### config.mk
export PLATFORM = sky130hd
export DESIGN_NAME = icache
export DESIGN_NICKNAME = d
export VERILOG_FILES = /design/src/common/icache_pkg.sv /design/src/icache/addr_cam.sv /design/src/icache/cachemem.sv /design/src/icache/icache.sv
export VERILOG_INCLUDE_DIRS = /design/src /design/src/common
export SDC_FILE = /design/constraint.sdc
export NUM_CORES = 2
export LEC_CHECK = 0
export BUFFER_PORTS_ARGS = -buffer_cell sky130_fd_sc_hd__buf_2
export CAP_MARGIN = 20
export CORE_MARGIN = 3
export CORE_UTILIZATION = 60
export CTS_CLUSTER_SIZE = 30
export DETAILED_ROUTE_END_ITERATION = 10
export PLACE_DENSITY = 0.82
export SYNTH_ARGS = -nofsm -noshare
export SYNTH_HDL_FRONTEND = slang
export SYNTH_SLANG_ARGS = --single-unit
export TNS_END_PERCENT = 50
### constraint.sdc
create_clock -name clock -period 20.1 [get_ports clock]
set_input_delay 4.02 -clock clock [delete_from_list [all_inputs] [get_ports clock]]
set_output_delay 4.02 -clock clock [all_outputs]
set_load 0.005 [all_outputs]
### src/common/icache_settings.svh
`ifndef ICACHE_SETTINGS_SVH
`define ICACHE_SETTINGS_SVH

////////////////////////////////////////
// cache geometry
////////////////////////////////////////

// 32 lines of 8 bytes, direct mapped
`define NUM_SET_BITS 5

// tag bits above the set index, within addr[31:3]
`define NUM_TAG_BITS 24

////////////////////////////////////////
// miss handling
////////////////////////////////////////

// prefetch queue depth
`define INST_BUFFER_LEN 4

// memory transaction tag, zero means none
`define MEM_TAG_BITS 4

`endif

### src/common/icache_pkg.sv
`include "icache_settings.svh"

package icache_pkg;

  ////////////////////////////////////////
  // memory bus
  ////////////////////////////////////////

  typedef enum logic [1:0] {
    BUS_NONE = 2'h0,
    BUS_LOAD = 2'h1
  } bus_command_t;

  // cache toward memory
  typedef struct packed {
    bus_command_t command;
    logic [63:0]  addr;
  } mem_request_t;

  // memory toward cache
  typedef struct packed {
    // accept tag for this cycle's request, zero if refused
    logic [`MEM_TAG_BITS-1:0] response;
    logic [63:0]              data;
    // tag of the returning data, zero when idle
    logic [`MEM_TAG_BITS-1:0] tag;
  } mem_response_t;

  ////////////////////////////////////////
  // prefetch queue
  ////////////////////////////////////////

  typedef struct packed {
    // line aligned
    logic [63:0]              address;
    // zero until memory accepts the load
    logic [`MEM_TAG_BITS-1:0] mem_tag;
    logic                     valid;
  } icache_buffer_t;

  localparam icache_buffer_t empty_icache_entry = '{
    address: 64'h0,
    mem_tag: '0,
    valid:   1'b0
  };

endpackage

### src/icache/addr_cam.sv
`timescale 1ns/1ps

module addr_cam #(
  parameter int LENGTH = 4
) (
  input  icache_pkg::icache_buffer_t [LENGTH-1:0] entries,
  input  logic [63:0]                              search_a,
  input  logic [63:0]                              search_b,
  output logic [LENGTH-1:0]                        hit_a,
  output logic [LENGTH-1:0]                        hit_b
);

  logic [63:0] line_a;
  logic [63:0] line_b;

  // compare on line granularity
  assign line_a = {search_a[63:3], 3'b000};
  assign line_b = {search_b[63:3], 3'b000};

  always_comb begin
    for (int i = 0; i < LENGTH; i++) begin
      // empty slots never match
      hit_a[i] = entries[i].valid && (entries[i].address == line_a);
      hit_b[i] = entries[i].valid && (entries[i].address == line_b);
    end
  end

endmodule

### src/icache/cachemem.sv
`timescale 1ns/1ps
`include "icache_settings.svh"

module cachemem (
  input  logic                     clock,
  input  logic                     reset,

  // port 0, fetch address
  input  logic [`NUM_SET_BITS-1:0] rd_idx0,
  input  logic [`NUM_TAG_BITS-1:0] rd_tag0,

  // port 1, next line lookup
  input  logic [`NUM_SET_BITS-1:0] rd_idx1,
  input  logic [`NUM_TAG_BITS-1:0] rd_tag1,

  // fill
  input  logic                     wr_en,
  input  logic [`NUM_SET_BITS-1:0] wr_idx,
  input  logic [`NUM_TAG_BITS-1:0] wr_tag,
  input  logic [63:0]              wr_data,

  output logic [63:0]              rd_data0,
  output logic                     rd_valid0,
  output logic                     rd_valid1
);

  localparam int NUM_LINES = 1 << `NUM_SET_BITS;

  logic [63:0]              data_mem [NUM_LINES];
  logic [`NUM_TAG_BITS-1:0] tag_mem  [NUM_LINES];
  logic [NUM_LINES-1:0]     line_valid;

  logic tag_match0;
  logic tag_match1;

  ////////////////////////////////////////
  // read ports
  ////////////////////////////////////////

  assign tag_match0 = (tag_mem[rd_idx0] == rd_tag0);
  assign tag_match1 = (tag_mem[rd_idx1] == rd_tag1);

  assign rd_data0  = data_mem[rd_idx0];
  assign rd_valid0 = line_valid[rd_idx0] && tag_match0;

  // only presence matters on the next line
  assign rd_valid1 = line_valid[rd_idx1] && tag_match1;

  ////////////////////////////////////////
  // write port
  ////////////////////////////////////////

  always_ff @(posedge clock) begin
    if (wr_en) begin
      data_mem[wr_idx] <= wr_data;
      tag_mem[wr_idx]  <= wr_tag;
    end
  end

  // lines stay valid once filled, code is never written
  always_ff @(posedge clock) begin
    if (reset) begin
      line_valid <= '0;
    end else if (wr_en) begin
      line_valid[wr_idx] <= 1'b1;
    end
  end

endmodule

### src/icache/icache.sv
`timescale 1ns/1ps
`include "icache_settings.svh"

module icache (
  input  logic                      clock,
  input  logic                      reset,

  // from fetch
  input  logic [63:0]               fetch_addr,

  // from memory
  input  icache_pkg::mem_response_t mem_resp,

  // to fetch
  output logic [63:0]               fetch_data,
  output logic                      fetch_valid,

  // to memory
  output icache_pkg::mem_request_t  mem_req
);

  import icache_pkg::*;

  localparam int QLEN     = `INST_BUFFER_LEN;
  localparam int PTR_BITS = $clog2(QLEN + 1);

  localparam logic [PTR_BITS-1:0] PTR_ONE  = PTR_BITS'(1);
  localparam logic [PTR_BITS-1:0] PTR_FULL = PTR_BITS'(QLEN);

  typedef enum logic {
    ISSUE_IDLE,
    ISSUE_SEND
  } issue_state_t;

  // fetch side addresses
  logic [63:0]              line_addr;
  logic [63:0]              next_line_addr;
  logic [`NUM_SET_BITS-1:0] fetch_idx;
  logic [`NUM_TAG_BITS-1:0] fetch_tag;
  logic [`NUM_SET_BITS-1:0] next_idx;
  logic [`NUM_TAG_BITS-1:0] next_tag;
  logic                     fetch_hit;
  logic                     next_hit;

  // fill side
  logic                     fill_en;
  logic [`NUM_SET_BITS-1:0] fill_idx;
  logic [`NUM_TAG_BITS-1:0] fill_tag;

  // prefetch queue
  icache_buffer_t [QLEN-1:0] queue;
  icache_buffer_t [QLEN-1:0] queue_next;
  logic [PTR_BITS-1:0]       tail;
  logic [PTR_BITS-1:0]       tail_next;
  logic [PTR_BITS-1:0]       issue_ptr;
  logic [PTR_BITS-1:0]       issue_ptr_next;
  issue_state_t              issue_state;
  issue_state_t              issue_state_next;

  logic [QLEN-1:0] queued_line;
  logic [QLEN-1:0] queued_next;
  logic            want_line;
  logic            want_next;
  logic            accepted;

  ////////////////////////////////////////
  // lookup
  ////////////////////////////////////////

  assign line_addr      = {fetch_addr[63:3], 3'b000};
  assign next_line_addr = line_addr + 64'd8;

  assign {fetch_tag, fetch_idx} = line_addr[31:3];
  assign {next_tag, next_idx}   = next_line_addr[31:3];

  // head entry is always the oldest accepted load
  assign {fill_tag, fill_idx} = queue[0].address[31:3];
  assign fill_en = queue[0].valid && (queue[0].mem_tag != '0) &&
                   (mem_resp.tag == queue[0].mem_tag);

  cachemem lines (
    .clock     (clock),
    .reset     (reset),
    .rd_idx0   (fetch_idx),
    .rd_tag0   (fetch_tag),
    .rd_idx1   (next_idx),
    .rd_tag1   (next_tag),
    .wr_en     (fill_en),
    .wr_idx    (fill_idx),
    .wr_tag    (fill_tag),
    .wr_data   (mem_resp.data),
    .rd_data0  (fetch_data),
    .rd_valid0 (fetch_hit),
    .rd_valid1 (next_hit)
  );

  assign fetch_valid = fetch_hit;

  addr_cam #(
    .LENGTH (QLEN)
  ) pending (
    .entries  (queue),
    .search_a (line_addr),
    .search_b (next_line_addr),
    .hit_a    (queued_line),
    .hit_b    (queued_next)
  );

  // prefetch the successor only on a fetch miss
  assign want_line = !fetch_hit && (queued_line == '0);
  assign want_next = !fetch_hit && !next_hit && (queued_next == '0);

  ////////////////////////////////////////
  // memory command
  ////////////////////////////////////////

  assign accepted = (issue_state == ISSUE_SEND) && (mem_resp.response != '0);

  always_comb begin
    mem_req.command = BUS_NONE;
    mem_req.addr    = 64'h0;
    if (issue_state == ISSUE_SEND) begin
      mem_req.command = BUS_LOAD;
      mem_req.addr    = queue[issue_ptr].address;
    end
  end

  ////////////////////////////////////////
  // queue update
  ////////////////////////////////////////

  always_comb begin
    queue_next     = queue;
    tail_next      = tail;
    issue_ptr_next = issue_ptr;

    // memory took the load, keep its tag
    if (accepted) begin
      queue_next[issue_ptr].mem_tag = mem_resp.response;
      issue_ptr_next = issue_ptr + PTR_ONE;
    end

    // head retires on its data
    if (fill_en) begin
      queue_next     = {empty_icache_entry, queue_next[QLEN-1:1]};
      tail_next      = tail_next - PTR_ONE;
      issue_ptr_next = issue_ptr_next - PTR_ONE;
    end

    // missing line first, then its successor if room remains
    if (want_line && (tail_next < PTR_FULL)) begin
      queue_next[tail_next] = '{address: line_addr, mem_tag: '0, valid: 1'b1};
      tail_next = tail_next + PTR_ONE;
    end
    if (want_next && (tail_next < PTR_FULL)) begin
      queue_next[tail_next] = '{address: next_line_addr, mem_tag: '0, valid: 1'b1};
      tail_next = tail_next + PTR_ONE;
    end

    if (issue_ptr_next < tail_next) begin
      issue_state_next = ISSUE_SEND;
    end else begin
      issue_state_next = ISSUE_IDLE;
    end
  end

  always_ff @(posedge clock) begin
    if (reset) begin
      queue       <= {QLEN{empty_icache_entry}};
      tail        <= '0;
      issue_ptr   <= '0;
      issue_state <= ISSUE_IDLE;
    end else begin
      queue       <= queue_next;
      tail        <= tail_next;
      issue_ptr   <= issue_ptr_next;
      issue_state <= issue_state_next;
    end
  end

endmodule

==> impl_metrics.yaml <==
power_and_ir_drop:
  leakagePower_nw: 52.11
  ir_drop_mv: 0.1553
  power_mw: 17.15
  powerDensity_nw_per_um2: 108.5
finish:
  drive_above_1_share_pct: 23.89
  final_core_util_pct: 67.10
  final_area_um2: 158100
  layout.nets: 9271
  fillers: 14469
  syn2layout_area_growth_pct: 11.10
  layoutNonFillerInstCount: 12531
placed_design:
  io_buffers: 264
  dp_slack_ns: 5.544
  place_inst: 11917
  placed_cell_area_um2: 147500
  gp_congestion: 1.050
  place_hpwl_um: 313600
setup_path:
  critPathKind: "in -> out"
  endpoint_kind: "output pin"
  crit_required_ns: 16.08
  crit_path_max_fanout: 58
  critPathLaunchType: "input pin"
  cp.arrival_ns: 11.19
routing:
  dr.pass1.iters: 11
  vias_per_cell: 7.888
  finalWirelength_um: 584700
  wl_per_cell_um: 46.66
  drt_iter0_drc: 20907
  ant_nets: 0
  vias: 98847
  drc_errors: 13
yosys:
  synth_cells: 8907
  synth_top_area_share_pct: 59.42
  synth_edf_count: 2816
  ys_ff_latch: 3131
  ys_warn_count: 0
  mappedNetlistArea_um2: 142300
  avgSynthCellArea_um2: 15.98
  ys_async_sr_fraction_pct: 0
  synth.most_common_cell: "edfxtp_1"
  synth_top_area_cell: "edfxtp_1"
  synthTopCellsByCount: "edfxtp_1 (2816), mux4_2 (1068), nand2_1 (986), nor2_1 (439), clkbuf_1 (381)"
  synth_ff_type: "edfxtp_1"
  ys_top_cells_by_area: "edfxtp_1 (59%), mux4_2 (17%), dfxtp_1 (4.4%), nand2_1 (2.6%), xnor2_1 (2.1%)"
  synth-seq-area-share_pct: 63.85
  syn_nets: 9065
  synth.distinct_cells: 98
clock_network:
  postCtsSetupBuffers: 0
  h-tree-depth: 5
  post_cts_resized: 0
  cts-root-buf: "clkbuf_16"
  tritoncts: "done"
  clockBufferDepth: 4
  clock_sinks: 3131
  clk_pin_slew_ns: 0.06
  cts_buffers: 326
  cts-hold-fix-buffers: 0
  clkLatencyLatePin_ns: 1.06
status:
  violations: "design-rule violations"
  outcome: "complete, but fails checks"
sta:
  worst-slew-pin-transition_ns: 1.308
  max-slew-margin-rel_pct: 11.59
  clock.fmax_mhz: 65.75
  rsz0062_at_grt: "false"
  slew_violations: 0
  fin_crit_sh_pct: 75.67
  timing.hold.ws_ns: 0.4655
  hold_violations: 0
  setup_viol: 0
  worst_slack_ns: 4.891
  min_period_ns: 15.21
  tns_ns: 0
  skew_ns: 0.1138
floorplanning:
  fp-row-count: 178
  start_util_pct: 60.40
  die_w_um: 493.0
  core_um2: 235600
  die_area_um2: 243100
  ios: 269
  dieHeight_um: 493.0
global_route:
  antenna_found_initial: 48
  grt_max_degree: 140
  grt-ovfl-total: 0
  grt_pass1_vias: 97345
  grt_use_total_pct: 47.87
  grt_pass1_wl_um: 800100
worst_hold_path:
  worstHoldPathType: "reg -> reg"
flow_run:
  drv_cap: 0
power breakdown:
part | internal [mW] | switching, mW | total (mW)
Combinational | 1.04 | 2.23 | 3.27
Sequential | 7.42 | 0.328 | 7.74
Clock | 3.37 | 2.76 | 6.13
Total | 11.8 | 5.32 | 17.2
flip-flops by register name (all words and copies together) (netlist names):
signal and count:
fill_tag 24, lines.line_valid 32, issue_state 1, lines.data_mem 2048, issue_ptr 3, lines.tag_mem 768
tail 3, queue 247, fill_idx 5
cell families (layout without fill, tap and decap cells):
group / count (synthesis) / count (layout) / synth area share (%)
buffers and inverters: 746 / 1192 / 2.219
other: 1 / 29 / 0.002635
multiplexers: 1311 / 1311 / 18.63
XOR/XNOR: 495 / 495 / 3.145
AO/OA/AOI/OAI: 1058 / 1058 / 4.862
flip-flops: 3131 / 3131 / 63.85
adder cells (fa/ha/maj): 20 / 20 / 0.1758
AND/OR/NAND/NOR: 2145 / 2145 / 7.120
cell usage in the layout, fill, tap and decap left out, drive strengths merged, types with 232 or more instances in the layout:
| master | instances |
|---|---|
| mux4 | 1068 |
| a21oi | 294 |
| nand2 | 987 |
| nor2 | 446 |
| edfxtp | 2816 |
| clkbuf | 402 |
| dfxtp | 315 |
| buf | 561 |
| o21ai | 232 |
| xnor2 | 342 |
worst max-delay path: stages:
cell and delay [ns]:
buf_8 0.36, buf_4 0.86, buf_4 0.97, buf_4 0.97, mux2i_1 0.26, a221oi_1 0.37, o21ai_0 0.30, a32oi_1 0.73
xnor2_1 0.20, nand4_1 0.15, nor4_1 0.91, nand3_1 0.51, inv_1 0.19, buf_2 0.14
routing by layer:
layer	vias to the layer above	share of wire, %	track usage, %
li1	35757	-	-
met3	2905	16	15.74
met5	-	0.056	0
met2	11461	44	70.46
met1	48688	31	60.95
met4	36	8.8	32.78
final timing paths:
kind / start / end / slack [ns] / cells past startpoint
setup / recovery: fetch_addr[4] / fetch_valid / 4.89 / 14
hold / removal: queue[208]$_SDFF_PP0_ / queue[208]$_SDFF_PP0_ / 0.47 / 2
setup reg to reg: lines.tag_mem[3][8]$_DFFE_PP_ / queue[217]$_SDFF_PP0_ / 10.85 / 18
hold reg to reg: queue[208]$_SDFF_PP0_ / queue[208]$_SDFF_PP0_ / 0.47 / 2
area by class of cell:
cell class,instances,area (um^2),share of cell area [%]
Timing Repair Buffer,563,4128,2.611
Sequential cell,3131,90880,57.48
Tap cell,3150,3941,2.493
Inverter,61,241.5,0.1527
Multi-Input combinational cell,5030,48750,30.83
Clock inverter,167,1455,0.9204
Antenna cell,28,70.07,0.04432
Clock buffer,401,8648,5.470
Power figures use the tool's default switching activity.
